## config.mk

```make
export PLATFORM = sky130hd
export DESIGN_NAME = phys_reg_file
export DESIGN_NICKNAME = d
export VERILOG_FILES = /design/src/hw/core_types_pkg.sv /design/src/hw/phys_reg_file.sv
export SDC_FILE = /design/constraint.sdc
export NUM_CORES = 2
export LEC_CHECK = 0
export BUFFER_PORTS_ARGS = -buffer_cell sky130_fd_sc_hd__buf_2
export CAP_MARGIN = 20
export CORE_MARGIN = 2
export CORE_UTILIZATION = 40
export CTS_BUF_LIST = sky130_fd_sc_hd__clkbuf_4 sky130_fd_sc_hd__clkbuf_8
export DETAILED_ROUTE_END_ITERATION = 16
export HOLD_SLACK_MARGIN = 0.1
export PLACE_DENSITY = 0.62
export SYNTH_ARGS = -nofsm -noshare
export SYNTH_HDL_FRONTEND = slang
export SYNTH_SLANG_ARGS = --single-unit
```

## constraint.sdc

```tcl
create_clock -name CLK -period 2.7 [get_ports CLK]
set_input_delay 0.54 -clock CLK [delete_from_list [all_inputs] [get_ports CLK]]
set_output_delay 0.54 -clock CLK [all_outputs]
set_load 0.02 [all_outputs]
```

## src/hw/core_types_pkg.sv

```systemverilog
// Core sizes, register file geometry and ALU immediate operation codes
`default_nettype none

package core_types_pkg;

  // Register file banking
  localparam int prf_bank_count = 4;
  localparam int log_prf_bank_count = 2;
  localparam int pr_count = 64;
  localparam int log_pr_count = 6;
  localparam int rows_per_bank = 16;
  localparam int log_rows_per_bank = 4;

  localparam int log_rob_entries = 6;
  localparam int xlen = 32;

  // Immediate ALU operations, unlisted codes give a zero result
  typedef enum logic [3:0] {
    op_addi  = 4'd0,
    op_slti  = 4'd1,
    op_sltiu = 4'd2,
    op_xori  = 4'd3,
    op_ori   = 4'd4,
    op_andi  = 4'd5,
    op_slli  = 4'd6,
    op_srli  = 4'd7,
    op_srai  = 4'd8
  } alu_imm_op_t;

endpackage

`default_nettype wire

```

## src/hw/phys_reg_file.sv

```systemverilog
// Banked physical register file with external ports and pipeline read arbitration
`timescale 1ns/1ps
`default_nettype none

module phys_reg_file (
  input  logic CLK,
  input  logic nRST,
  input  logic ext_write,
  input  logic [core_types_pkg::log_pr_count-1:0] ext_write_pr,
  input  logic [core_types_pkg::xlen-1:0] ext_write_data,
  input  logic ext_read_valid,
  input  logic [core_types_pkg::log_pr_count-1:0] ext_read_pr,
  output logic [core_types_pkg::xlen-1:0] ext_read_data,
  output logic ext_read_denied,
  input  logic A_read_req,
  input  logic [core_types_pkg::log_prf_bank_count-1:0] A_read_bank,
  input  logic [core_types_pkg::log_rows_per_bank-1:0] A_read_row,
  output logic A_reg_read_ack,
  output logic A_reg_read_port,
  output logic [core_types_pkg::prf_bank_count-1:0][1:0][core_types_pkg::xlen-1:0]
    reg_read_data_by_bank_by_port,
  output logic [core_types_pkg::prf_bank_count-1:0][core_types_pkg::xlen-1:0]
    forward_data_by_bank
);

  logic [core_types_pkg::xlen-1:0] mem [core_types_pkg::prf_bank_count]
    [core_types_pkg::rows_per_bank];
  logic [core_types_pkg::log_prf_bank_count-1:0] write_bank, ext_bank, ext_bank_q;
  logic [core_types_pkg::log_rows_per_bank-1:0] write_row, ext_row;
  logic ext_grant;
  logic [core_types_pkg::prf_bank_count-1:0][1:0] port_en;
  logic [core_types_pkg::prf_bank_count-1:0][1:0][core_types_pkg::log_rows_per_bank-1:0]
    port_row;

  // Bank is the low PR bits, row the upper ones
  assign write_bank = ext_write_pr[core_types_pkg::log_prf_bank_count-1:0];
  assign write_row = ext_write_pr[core_types_pkg::log_pr_count-1:
                                  core_types_pkg::log_prf_bank_count];
  assign ext_bank = ext_read_pr[core_types_pkg::log_prf_bank_count-1:0];
  assign ext_row = ext_read_pr[core_types_pkg::log_pr_count-1:
                               core_types_pkg::log_prf_bank_count];

  // A written bank serves no reads this cycle
  assign ext_read_denied = ext_read_valid & ext_write & (ext_bank == write_bank);
  assign ext_grant = ext_read_valid & ~ext_read_denied;
  assign A_reg_read_ack = A_read_req & ~(ext_write & (A_read_bank == write_bank));
  // External reader owns port 0, pipeline moves to port 1 on a shared bank
  assign A_reg_read_port = ext_grant & (ext_bank == A_read_bank);

  always_comb begin
    port_en = '0;
    port_row = '0;
    if (ext_grant) begin
      port_en[ext_bank][0] = 1'b1;
      port_row[ext_bank][0] = ext_row;
    end
    if (A_reg_read_ack) begin
      port_en[A_read_bank][A_reg_read_port] = 1'b1;
      port_row[A_read_bank][A_reg_read_port] = A_read_row;
    end
  end

  for (genvar b = 0; b < core_types_pkg::prf_bank_count; b++) begin : g_fwd
    assign forward_data_by_bank[b] =
      (ext_write && write_bank == core_types_pkg::log_prf_bank_count'(b)) ?
      ext_write_data : '0;
  end

  always_ff @(posedge CLK) begin
    if (ext_write) begin
      mem[write_bank][write_row] <= ext_write_data;
    end
    for (int b = 0; b < core_types_pkg::prf_bank_count; b++) begin
      for (int p = 0; p < 2; p++) begin
        if (port_en[b][p]) begin
          reg_read_data_by_bank_by_port[b][p] <= mem[b][port_row[b][p]];
        end
      end
    end
  end

  always_ff @(posedge CLK or negedge nRST) begin
    if (!nRST) begin
      ext_bank_q <= '0;
    end else if (ext_grant) begin
      ext_bank_q <= ext_bank;
    end
  end

  assign ext_read_data = reg_read_data_by_bank_by_port[ext_bank_q][0];

  // Both granted readers keep their own row on their own port
  a_port_owner: assert property (@(posedge CLK) disable iff (!nRST)
    (A_reg_read_ack && ext_grant) |->
      (port_row[ext_bank][0] == ext_row &&
       port_row[A_read_bank][A_reg_read_port] == A_read_row));

endmodule

`default_nettype wire

```

==> impl_metrics.tcl <==
set metrics [dict create \
    drv_cap 0 \
    leakagePower_uw 0.0491 \
    h-tree-depth 5 \
    cts_made_buffers 400 \
    synth.yosys.seq_area_share_pct 63.9 \
    grt_max_degree 95 \
    worstPathArrival_ns 2.88 \
    first_global_vias 85388 \
    yosysTopAreaCell "edfxtp_1" \
    vias 89735 \
    holdPathStages 5 \
    synth_cells 8477 \
    setup_slack_ns -0.718 \
    dp_cells 12770 \
    overflow 0 \
    r2r_cells 8 \
    p_per_area_nw_per_um2 591 \
    crit_type "reg2out" \
    final_common_cell "edfxtp_1" \
    ios 474 \
    cts.sinks 2306 \
    critPathMaxStageDelay_ns 0.80 \
    syn_nets 8532 \
    ys_top_cells_by_area "edfxtp_1 (64%), mux2i_1 (6.6%), nand2_1 (3.2%), a211oi_1 (2.5%), and3_1 (2.0%)" \
    endpoint_kind "output port" \
    max_freq_mhz 293 \
    grt_use_total_pct 33.5 \
    cts_buffer_depth 4 \
    syn_area_per_cell_sq_um 12.8 \
    num_rows 191 \
    synth_area_sq_um 108000 \
    hold_path.class "in2reg" \
    worstPathRequired_ns 2.16 \
    layout-drive-gt1-share_pct 25.0 \
    dp.final_hpwl_um 304000 \
    yosysTopAreaCellShare_pct 63.9 \
    die_h_um 524 \
    nets 9786 \
    start_util_pct 40.1 \
    critPathMaxFanout 2 \
    die-area_sq_um 275000 \
    timing.rr.start "ext_bank_q[0]" \
    synth-edff-count 2304 \
    core_sq_um 270000 \
    slowest_stage "mux4_2" \
    routed_wl_um 478000 \
    synthToLayoutAreaGrowth_pct 25.2 \
    async_flop_share_pct 0.0867 \
    rrSetupSlack_ns 0.60 \
    outcome "finished, violations left" \
    clk_pin_slew_ns 0.06 \
    min_from "ext_write_pr[2]" \
    critPathLaunch "reg_read_data_by_bank_by_port[152]" \
    wl_per_cell_um 34.8 \
    route.detailed.drc 0 \
    holdPathEnd "mem[2][314]" \
    final_cells 13738 \
    clock_latency_ns 1.17 \
    ys.flop_type "edfxtp_1" \
    report.final.slew_viol_count 0 \
    via_per_inst 6.53 \
    setup_viol 34 \
    ys_ff_latch 2306 \
    max_slew.worst_pin.slew_ns 0.799 \
    ys_warn_count 0 \
    cts_tree "yes" \
    grt_pass1_wl_um 654000 \
    cts_root_buffer "clkbuf_8" \
    violations "antenna violations, negative setup slack" \
    reg2reg_to "ext_bank_q[0]" \
    skew_ns 0.0704 \
    gp_congestion 0.969 \
    layout_common_cells "edfxtp_1 (2304), nand2_1 (907), mux2i_1 (712)" \
    startpoint_type "register" \
    relSlewSlack_pct 46.8 \
    synth_cell_type_count 80 \
    drt_iter0_markers 14626 \
    dr.pass1.iters 9 \
    rsz0062_at_grt "true" \
    hold_ws_ns 0.168 \
    portBuffers 473 \
    die_x_um 524 \
    period_minus_slack_ns 3.42 \
    final-hold-violation-count 0 \
    finalCritPeriodShare_pct 127 \
    antenna_found_initial 84 \
    vdd_drop_max_mv 0.596 \
    cp_cell_sequence "mux4_2 > buf_6" \
    ant_nets 1 \
]
## Yosys cell counts (87+ instances only)
library cell and n:
a211o_1 87, a311oi_1 182, and2_1 156, buf_2 171, a21oi_1 257, mux2i_1 712, nor2_1 326, and3_1 339
o211ai_1 160, o22ai_1 148, a32oi_1 128, nand3_1 406, o21ai_0 230, nand2_1 924, a211oi_1 357, edfxtp_1 2304
clkbuf_1 519, or3_1 120
## layout make-up
cell class,count,area (sq um)
diodes,133,333
clock buffers,518,6420
clock inverters,188,1340
fillers,23000,134000
inverters,82,333
multi-input cells,5319,36600
flip-flops and latches,2306,69200
well taps,3570,4470
repair buffers,1622,16900
## per-stage QoR
stage | cell area [sq um] | total power [uW] | TNS, ns | setup slack [ns] | utilization (%)
after detailed placement | 126000 | 47900 | -178.17 | -1.01 | 46.5
after global placement | 126000 | 47800 | -168.40 | -1.02 | 46.5
after floorplan | 109000 | 43800 | -410.95 | -0.417 | -
final | 136000 | 80200 | -17.79 | -0.718 | 50.2
after CTS | 135000 | 79900 | -18.04 | -0.659 | 50.0
after global routing | 135000 | 81900 | -19.21 | -0.706 | 50.2
## kinds of logic (layout without fill, tap and decap cells)
kind of cell	Yosys count	count (layout)	share of synthesized area, %
AOI/OAI and AO/OA	1883	1883	12.6
xor gates and xnor gates	6	6	0.0624
buffers and inverters	852	2410	3.23
DFF	2306	2306	63.9
muxes	822	822	8.29
other	0	133	0
and+or+nand+nor	2608	2608	11.9
## worst max-delay path by stage
stage | to | slack [ns] | cells past startpoint
after floorplan | mem[0][0] | -0.42 | 5
after global placement | reg_read_data_by_bank_by_port[84] | -1.02 | 14
after detailed placement | reg_read_data_by_bank_by_port[84] | -1.01 | 14
after CTS | ext_read_data[10] | -0.66 | 5
after global routing | ext_read_data[1] | -0.71 | 5
final | ext_read_data[24] | -0.72 | 2
## power breakdown
part / leakage (uW) / switching, uW / total (uW) / internal (uW)
clock network: 0.00412 / 14900 / 32200 / 17300
registers: 0.0208 / 311 / 40100 / 39800
logic: 0.0242 / 5000 / 7820 / 2820
total: 0.0491 / 20300 / 80200 / 59900
## flip-flops by register name (all words and copies together) (netlist names)
| name | cells |
|---|---|
| reg_read_data_by_bank_by_port | 256 |
| ext_bank_q | 2 |
| mem | 2048 |
## metal layers
| layer | vias to the layer above | wire (um) | track usage (%) |
|---|---|---|---|
| li1 | 36110 | - | - |
| met1 | 44139 | 164000 | 40.3 |
| met2 | 7672 | 209000 | 49.5 |
| met3 | 1798 | 61100 | 9.62 |
| met4 | 16 | 43800 | 28.3 |
| met5 | - | 94 | 0 |
## timing repair
item                                    CTS  global route
endpoints found under the setup margin   92            40
cloned                                    2             1
pin swaps                                 0             1
hold buffers                             37             0
buffers inserted                         82             8
gates resized for setup                  64            22
endpoints found under the hold margin   522             0
## critical path, delay by kind of cell, from the launching register on
kind / cells / cell delay, ns
muxes: 1 / 0.80
DFF: 1 / 0.71
buffers and inverters: 1 / 0.22
(Power assumes the default switching activity.)
