===== src/hw/core_types_pkg.sv =====
// Core sizes, register file geometry and ALU immediate operation codes
`default_nettype none

package core_types_pkg;

  // Register file banking
  localparam int prf_bank_count = 4;
  localparam int log_prf_bank_count = 2;
  localparam int pr_count = 64;
  localparam int log_pr_count = 6;
  localparam int rows_per_bank = 16;
  localparam int log_rows_per_bank = 4;

  localparam int log_rob_entries = 6;
  localparam int xlen = 32;

  // Immediate ALU operations, unlisted codes give a zero result
  typedef enum logic [3:0] {
    op_addi  = 4'd0,
    op_slti  = 4'd1,
    op_sltiu = 4'd2,
    op_xori  = 4'd3,
    op_ori   = 4'd4,
    op_andi  = 4'd5,
    op_slli  = 4'd6,
    op_srli  = 4'd7,
    op_srai  = 4'd8
  } alu_imm_op_t;

endpackage

`default_nettype wire


===== src/hw/alu_imm_exec.sv =====
// Combinational immediate ALU with sign extension and shifts
`timescale 1ns/1ps
`default_nettype none

module alu_imm_exec (
  input  core_types_pkg::alu_imm_op_t op,
  input  logic [11:0] imm12,
  input  logic [core_types_pkg::xlen-1:0] A_data,
  output logic [core_types_pkg::xlen-1:0] result
);

  logic [core_types_pkg::xlen-1:0] imm_ext;
  logic [4:0] shamt;

  assign imm_ext = {{(core_types_pkg::xlen-12){imm12[11]}}, imm12};
  // Shift amount from low immediate bits, bit 10 selects nothing here
  assign shamt = imm12[4:0];

  always_comb begin
    case (op)
      core_types_pkg::op_addi:  result = A_data + imm_ext;
      core_types_pkg::op_slti:
        result = ($signed(A_data) < $signed(imm_ext)) ? 32'd1 : 32'd0;
      core_types_pkg::op_sltiu: result = (A_data < imm_ext) ? 32'd1 : 32'd0;
      core_types_pkg::op_xori:  result = A_data ^ imm_ext;
      core_types_pkg::op_ori:   result = A_data | imm_ext;
      core_types_pkg::op_andi:  result = A_data & imm_ext;
      core_types_pkg::op_slli:  result = A_data << shamt;
      core_types_pkg::op_srli:  result = A_data >> shamt;
      core_types_pkg::op_srai:  result = $unsigned($signed(A_data) >>> shamt);
      default:                  result = '0;
    endcase
  end

endmodule

`default_nettype wire


===== src/hw/alu_imm_pipeline.sv =====
// Three-stage immediate ALU pipeline from issue to writeback with stall control
`timescale 1ns/1ps
`default_nettype none

module alu_imm_pipeline (
  input  logic CLK,
  input  logic nRST,
  input  logic issue_valid,
  input  core_types_pkg::alu_imm_op_t issue_op,
  input  logic [11:0] issue_imm12,
  input  logic issue_A_forward,
  input  logic issue_A_is_zero,
  input  logic [core_types_pkg::log_prf_bank_count-1:0] issue_A_bank,
  input  logic [core_types_pkg::log_rows_per_bank-1:0] issue_A_row,
  input  logic [core_types_pkg::log_pr_count-1:0] issue_dest_PR,
  input  logic [core_types_pkg::log_rob_entries-1:0] issue_ROB_index,
  output logic issue_ready,
  output logic A_read_req,
  output logic [core_types_pkg::log_prf_bank_count-1:0] A_read_bank,
  output logic [core_types_pkg::log_rows_per_bank-1:0] A_read_row,
  input  logic A_reg_read_ack,
  input  logic A_reg_read_port,
  input  logic [core_types_pkg::prf_bank_count-1:0][1:0][core_types_pkg::xlen-1:0]
    reg_read_data_by_bank_by_port,
  input  logic [core_types_pkg::prf_bank_count-1:0][core_types_pkg::xlen-1:0]
    forward_data_by_bank,
  input  logic WB_ready,
  output logic WB_valid,
  output logic [core_types_pkg::xlen-1:0] WB_data,
  output logic [core_types_pkg::log_pr_count-1:0] WB_PR,
  output logic [core_types_pkg::log_rob_entries-1:0] WB_ROB_index
);

  logic rr_valid, rr_go, rr_done, rr_fwd, rr_zero;
  core_types_pkg::alu_imm_op_t rr_op, ex_op;
  logic [11:0] rr_imm, ex_imm;
  logic [core_types_pkg::log_prf_bank_count-1:0] rr_bank;
  logic [core_types_pkg::log_rows_per_bank-1:0] rr_row;
  logic [core_types_pkg::log_pr_count-1:0] rr_pr, ex_pr;
  logic [core_types_pkg::log_rob_entries-1:0] rr_rob, ex_rob;
  logic ex_valid, ex_free, wb_free;
  logic [core_types_pkg::xlen-1:0] ex_A_data, ex_result;

  // A stage moves only into a free or leaving stage
  assign wb_free = ~WB_valid | WB_ready;
  assign ex_free = ~ex_valid | wb_free;
  assign rr_go = rr_valid & ex_free;
  assign issue_ready = ~rr_valid | rr_done;

  alu_imm_reg_read i_reg_read (
    .CLK(CLK), .nRST(nRST),
    .rr_valid(rr_go), .rr_A_forward(rr_fwd), .rr_A_is_zero(rr_zero),
    .rr_A_bank(rr_bank), .rr_A_row(rr_row),
    .A_read_req(A_read_req), .A_read_bank(A_read_bank), .A_read_row(A_read_row),
    .A_reg_read_ack(A_reg_read_ack), .A_reg_read_port(A_reg_read_port),
    .reg_read_data_by_bank_by_port(reg_read_data_by_bank_by_port),
    .forward_data_by_bank(forward_data_by_bank),
    .rr_done(rr_done), .ex_A_data(ex_A_data)
  );

  alu_imm_exec i_exec (
    .op(ex_op), .imm12(ex_imm), .A_data(ex_A_data), .result(ex_result)
  );

  always_ff @(posedge CLK or negedge nRST) begin
    if (!nRST) begin
      rr_valid <= 1'b0;
      ex_valid <= 1'b0;
      WB_valid <= 1'b0;
    end else begin
      if (issue_ready) rr_valid <= issue_valid;
      if (ex_free) ex_valid <= rr_done;
      if (wb_free) WB_valid <= ex_valid;
    end
  end

  always_ff @(posedge CLK) begin
    if (issue_ready && issue_valid) begin
      rr_op <= issue_op;
      rr_imm <= issue_imm12;
      rr_fwd <= issue_A_forward;
      rr_zero <= issue_A_is_zero;
      rr_bank <= issue_A_bank;
      rr_row <= issue_A_row;
      rr_pr <= issue_dest_PR;
      rr_rob <= issue_ROB_index;
    end
    if (rr_done) begin
      ex_op <= rr_op;
      ex_imm <= rr_imm;
      ex_pr <= rr_pr;
      ex_rob <= rr_rob;
    end
    // WB frozen while the consumer stalls
    if (wb_free && ex_valid) begin
      WB_data <= ex_result;
      WB_PR <= ex_pr;
      WB_ROB_index <= ex_rob;
    end
  end

  alu_imm_wb_checks i_wb_checks (
    .CLK(CLK), .nRST(nRST),
    .issue_valid(issue_valid), .issue_ready(issue_ready),
    .issue_dest_PR(issue_dest_PR), .issue_ROB_index(issue_ROB_index),
    .WB_ready(WB_ready), .WB_valid(WB_valid), .WB_data(WB_data),
    .WB_PR(WB_PR), .WB_ROB_index(WB_ROB_index)
  );

endmodule

`default_nettype wire


===== src/hw/alu_imm_reg_read.sv =====
// Register-read stage resolving operand A from zero, forwarding or a bank read
`timescale 1ns/1ps
`default_nettype none

module alu_imm_reg_read (
  input  logic CLK,
  input  logic nRST,
  input  logic rr_valid,
  input  logic rr_A_forward,
  input  logic rr_A_is_zero,
  input  logic [core_types_pkg::log_prf_bank_count-1:0] rr_A_bank,
  input  logic [core_types_pkg::log_rows_per_bank-1:0] rr_A_row,
  output logic A_read_req,
  output logic [core_types_pkg::log_prf_bank_count-1:0] A_read_bank,
  output logic [core_types_pkg::log_rows_per_bank-1:0] A_read_row,
  input  logic A_reg_read_ack,
  input  logic A_reg_read_port,
  input  logic [core_types_pkg::prf_bank_count-1:0][1:0][core_types_pkg::xlen-1:0]
    reg_read_data_by_bank_by_port,
  input  logic [core_types_pkg::prf_bank_count-1:0][core_types_pkg::xlen-1:0]
    forward_data_by_bank,
  output logic rr_done,
  output logic [core_types_pkg::xlen-1:0] ex_A_data
);

  logic use_rf;
  logic [core_types_pkg::log_prf_bank_count-1:0] sel_bank;
  logic sel_port;
  logic [core_types_pkg::xlen-1:0] a_q, a_now;

  // Bank read only when operand is neither zero nor forwarded
  assign A_read_req = rr_valid & ~rr_A_is_zero & ~rr_A_forward;
  assign A_read_bank = rr_A_bank;
  assign A_read_row = rr_A_row;
  assign rr_done = rr_valid & (rr_A_is_zero | rr_A_forward | A_reg_read_ack);

  assign a_now = rr_A_is_zero ? '0 : forward_data_by_bank[rr_A_bank];

  // Read data shows up on the acknowledged port one cycle later
  assign ex_A_data = use_rf ? reg_read_data_by_bank_by_port[sel_bank][sel_port] : a_q;

  always_ff @(posedge CLK or negedge nRST) begin
    if (!nRST) begin
      use_rf <= 1'b0;
    end else if (rr_done) begin
      use_rf <= A_read_req;
    end else begin
      use_rf <= 1'b0;
    end
  end

  always_ff @(posedge CLK) begin
    if (rr_done && !A_read_req) begin
      a_q <= a_now;
    end else if (use_rf) begin
      // Keep bank data once the port can be reused by later reads
      a_q <= ex_A_data;
    end
    if (rr_done) begin
      sel_bank <= rr_A_bank;
      sel_port <= A_reg_read_port;
    end
  end

endmodule

`default_nettype wire


===== src/hw/alu_imm_wb_checks.sv =====
// Writeback stall hold and three-cycle PR and ROB index pass-through assertions
`timescale 1ns/1ps
`default_nettype none

module alu_imm_wb_checks (
  input logic CLK,
  input logic nRST,
  input logic issue_valid,
  input logic issue_ready,
  input logic [core_types_pkg::log_pr_count-1:0] issue_dest_PR,
  input logic [core_types_pkg::log_rob_entries-1:0] issue_ROB_index,
  input logic WB_ready,
  input logic WB_valid,
  input logic [core_types_pkg::xlen-1:0] WB_data,
  input logic [core_types_pkg::log_pr_count-1:0] WB_PR,
  input logic [core_types_pkg::log_rob_entries-1:0] WB_ROB_index
);

  logic [2:0] issue_hist;
  logic [2:0] ready_hist;

  // Last three edges of accepted issues and writeback ready
  always_ff @(posedge CLK or negedge nRST) begin
    if (!nRST) begin
      issue_hist <= '0;
      ready_hist <= '0;
    end else begin
      issue_hist <= {issue_hist[1:0], issue_valid & issue_ready};
      ready_hist <= {ready_hist[1:0], WB_ready};
    end
  end

  a_wb_stall_hold: assert property (@(posedge CLK) disable iff (!nRST)
    (WB_valid && !WB_ready) |=>
      ($stable(WB_valid) && $stable(WB_data) && $stable(WB_PR) && $stable(WB_ROB_index)));

  // Unbroken flow means each result left issue three edges ago
  a_wb_pass_through: assert property (@(posedge CLK) disable iff (!nRST)
    (&issue_hist && &ready_hist) |->
      (WB_valid && WB_PR == $past(issue_dest_PR, 3) &&
       WB_ROB_index == $past(issue_ROB_index, 3)));

endmodule

`default_nettype wire


===== config.mk =====
export PLATFORM = sky130hd
export DESIGN_NAME = alu_imm_pipeline
export DESIGN_NICKNAME = d
export VERILOG_FILES = /design/src/hw/core_types_pkg.sv /design/src/hw/alu_imm_exec.sv /design/src/hw/alu_imm_pipeline.sv /design/src/hw/alu_imm_reg_read.sv /design/src/hw/alu_imm_wb_checks.sv
export SDC_FILE = /design/constraint.sdc
export NUM_CORES = 1
export LEC_CHECK = 0
export BUFFER_PORTS_ARGS = -buffer_cell sky130_fd_sc_hd__clkbuf_2
export CORE_UTILIZATION = 30
export DETAILED_ROUTE_END_ITERATION = 7
export PLACE_DENSITY = 0.6
export SETUP_SLACK_MARGIN = 0.05
export SLEW_MARGIN = 0
export SYNTH_ARGS = -nofsm -noshare
export SYNTH_HDL_FRONTEND = slang
export SYNTH_SLANG_ARGS = --single-unit
export TNS_END_PERCENT = 100

===== constraint.sdc =====
create_clock -name CLK -period 5 [get_ports CLK]
set_input_delay 0.25 -clock CLK [delete_from_list [all_inputs] [get_ports CLK]]
set_output_delay 0.25 -clock CLK [all_outputs]
set_load 0.02 [all_outputs]

==> out/metrics.csv <==
stage,metric,value,unit
detailed_routing,drc,0,
power,leakagePower,9.43,nW
logic_synthesis,syn-num-nets,2226,
detailed_routing,wl_per_cell,29.0,microns
detailed_routing,vias,17688,
logic_synthesis,synth_ff_type,edfxtp_1,
worst_setup_path,r2r-start,i_reg_read.sel_bank[0]$_DFFE_PP_,
grt,grt_overflow_total,0,
cells_and_area,seq_area,4400,sq um
placement,io_buffer_count,478,
timing,slew_headroom,16.7,%
timing,setup_tns,0,ps
cells_and_area,area_growth,30.0,%
clocking,cts_tree,yes,
run,cap_violations,0,
hold_path,hold_path.startpoint,A_reg_read_ack,
cells_and_area,instances_no_fill,2937,
grt,grt_start_max_net_pins,66,
placement,dp.cells,2861,
logic_synthesis,synthCells,1678,
cells_and_area,fin_nets,2773,
die,dieHeight,236,microns
timing,rsz0062_at_grt,false,
timing,finalClockSkew,19.5,ps
timing,period_minus_slack,4790,ps
die,die_area,55600,sq um
logic_synthesis,yosysUniqueCellTypes,80,
die,std_cell_rows,85,
placement,place_congestion,1.06,
logic_synthesis,yosys_warnings,0,
grt,grt_pass1_wl,123000,microns
worst_setup_path,start_kind,register,
clocking,clock-sinks,147,
logic_synthesis,postSynthAreaPerCell,9.77,sq um
logic_synthesis,yosysSeqAreaShare,26.8,%
detailed_routing,dr.pass1.iters,7,
grt,busiest_layer,met2,
logic_synthesis,syn_area,16400,sq um
worst_setup_path,endpoint_kind,register,
logic_synthesis,ys_ff_latch,147,
placement,dp_hpwl,68000,microns
timing,hold_ws,31.2,ps
timing,hold_viol,0,
worst_setup_path,crit_path_max_fanout,25,
worst_setup_path,rrSetupSlack,210,ps
worst_setup_path,rr_worst_depth,19,
die,io_pins,479,
status,status,"complete, no violations",
detailed_routing,drtIter0Drc,2030,
cells_and_area,fillers,5368,
clocking,clk_latency,470,ps
timing,max_freq,209,MHz
logic_synthesis,async_flop_share,2.72,%
hold_path,holdCritPathClass,in -> reg,
grt,grtUsageMet3,7.41,%
clocking,clockBufferDepth,2,
worst_setup_path,required,5200,ps
logic_synthesis,synth_edf_count,143,
worst_setup_path,regToRegEndpoint,WB_data[22]$_DFFE_PP_,
power,ir_drop,375,uV
grt,first_global_vias,17190,
power,fin_total_pwr,11.1,mW
die,die_w,236,microns
detailed_routing,ant_nets,0,
clocking,clk_transition_reported_paths,70,ps
detailed_routing,viasPerCell,6.02,
hold_path,hold_end,i_reg_read.use_rf$_DFF_PN0_,
grt,met1_usage,42.4,%
cells_and_area,multi_input_area,11000,sq um
detailed_routing,wl,85300,microns
worst_setup_path,worstPathArrival,4990,ps
timing,finalSetupViolations,0,
power,power_density,522,nW/um^2
timing,report.final.slew_viol_count,0,
die,start_util,30.4,%
hold_path,whs_path_depth,2,
cells_and_area,post_route_cells_drive_above_1_share,36.4,%
timing,setup_ws,207,ps
placement,place_worst_setup_slack,181,ps
grt,grtUsageTotal,30.4,%
worst_setup_path,crit_type,reg -> reg,
clocking,cts_buffers,17,
die,fp.coreArea,53900,sq um
clocking,htreeDepth,4,
clocking,cts_root_buf,clkbuf_16,
timing,fin_crit_sh,95.9,%
grt,use_met2,45.5,%
grt,antenna_found_initial,7,
timing,worst_pin_slew,1250,ps
[routing by layer]
metal | up-vias | share of wire, % | wire, microns
met5 | - | 0.022 | 19
met4 | 4 | 3.5 | 3020
met3 | 133 | 10 | 8630
met2 | 1131 | 43 | 36900
met1 | 8779 | 43 | 36700
li1 | 7641 | - | -
[critical path, cell delays in order (launching register included)]
cell	delay [ps]
edfxtp_1	350
buf_4	140
buf_12	210
buf_4	240
mux2i_1	500
a22oi_1	130
a31oi_1	200
buf_4	260
inv_1	90
ha_1	270
a21o_1	190
a21o_1	180
a221o_1	330
a21oi_1	140
buf_4	180
buf_4	150
o31ai_1	140
a41oi_1	300
xnor2_1	120
a221o_1	360
[Yosys cell counts, types with 10 or more instances]
cell type	count	area [sq um]
a211oi_1	21	158
nand2b_1	12	75.1
edfxtp_1	143	4290
buf_2	47	235
a21oi_1	79	395
a31oi_1	30	188
nand3_1	26	130
nor2b_1	35	219
o21bai_1	11	82.6
nand2_1	110	413
mux2i_1	196	1960
o211ai_1	30	225
xnor2_1	10	87.6
mux4_2	87	1960
buf_1	14	52.6
a221oi_1	21	184
a21o_1	13	97.6
nor2_1	92	345
mux2_2	15	169
clkbuf_1	87	327
o22ai_1	38	238
a22oi_1	90	676
o21ai_0	60	300
and2_1	14	87.6
ha_1	121	1510
inv_1	67	251
nor3_1	35	175
[report_power, final]
part | leakage [nW] | total (mW) | internal [mW] | switching, mW
logic | 7.70 | 7.75 | 2.97 | 4.78
clock network | 0.288 | 1.36 | 0.752 | 0.610
registers | 1.44 | 2.01 | 1.86 | 0.156
total | 9.43 | 11.1 | 5.58 | 5.55
[timing repair]
item                                   in CTS  in global routing
setup buffers                               0                  2
gates resized for setup                     0                  1
endpoints found under the hold margin      42                  0
setup endpoints to repair                   0                  6
hold buffers                               39                  0
[kinds of logic (layout without fill, tap and decap cells)]
| kind of cell | Yosys count | after routing | share of synthesized area (%) |
|---|---|---|---|
| multiplexers | 299 | 299 | 25.0 |
| flip-flops | 147 | 147 | 26.8 |
| AND/OR/NAND/NOR | 371 | 371 | 10.8 |
| adder cells (fa/ha/maj) | 122 | 122 | 9.36 |
| other | 0 | 3 | 0 |
| buffers and inverters | 231 | 791 | 6.11 |
| XOR/XNOR | 15 | 15 | 0.801 |
| AO/OA/AOI/OAI | 493 | 493 | 21.1 |
[stage by stage]
step | area [sq um] | util [%]
4_1_cts | 21300 | 39.5
3_3_place_gp | 20300 | 37.6
6_report | 21300 | 39.5
2_1_floorplan | 16400 | -
5_1_grt | 21300 | 39.5
3_5_place_dp | 20300 | 37.6
[state kept, by name, summed over array words and instances (netlist names), 4 cells and up]
name,flops
i_reg_read.a_q,32
ex_rob,6
rr_op,4
ex_imm,12
WB_PR,6
rr_pr,6
ex_pr,6
WB_data,32
rr_rob,6
rr_row,4
WB_ROB_index,6
rr_imm,12
ex_op,4
[cell usage in the layout (no fill, tap or decap), types with 30 or more instances in the layout]
cell type	instances
o211ai_1	30
a21oi_1	79
edfxtp_1	143
clkbuf_2	478
nand2_1	110
mux2i_1	195
nor3_1	33
o22ai_1	38
dlygate4sd3_1	39
mux4_2	87
nor2_1	90
ha_1	121
buf_4	167
o21ai_0	60
a22oi_1	90
nor2b_1	35
a31oi_1	30
inv_1	66
[layout make-up]
class / instances / area share [%]
Clock buffer: 18 / 2.01
Multi-Input combinational cell: 1300 / 51.8
Inverter: 70 / 1.23
Tap cell: 696 / 4.09
Antenna cell: 3 / 0.0352
Clock inverter: 14 / 0.781
Timing Repair Buffer: 689 / 19.4
Sequential cell: 147 / 20.6
[how the worst max path moves through the flow]
stage | from | end | slack (ps) | cells after the start
2_1_floorplan | ex_imm[2]$_DFFE_PP_ | WB_data[28]$_DFFE_PP_ | 730 | 14
4_1_cts | i_reg_read.sel_bank[0]$_DFFE_PP_ | WB_data[29]$_DFFE_PP_ | 140 | 17
5_1_grt | i_reg_read.sel_bank[0]$_DFFE_PP_ | WB_data[22]$_DFFE_PP_ | 30 | 19
3_3_place_gp | i_reg_read.sel_bank[0]$_DFFE_PP_ | WB_data[29]$_DFFE_PP_ | 280 | 17
6_report | i_reg_read.sel_bank[0]$_DFFE_PP_ | WB_data[22]$_DFFE_PP_ | 210 | 19
3_5_place_dp | i_reg_read.sel_bank[0]$_DFFE_PP_ | WB_data[29]$_DFFE_PP_ | 180 | 17
Note: power is estimated with default switching activity, not from simulation.
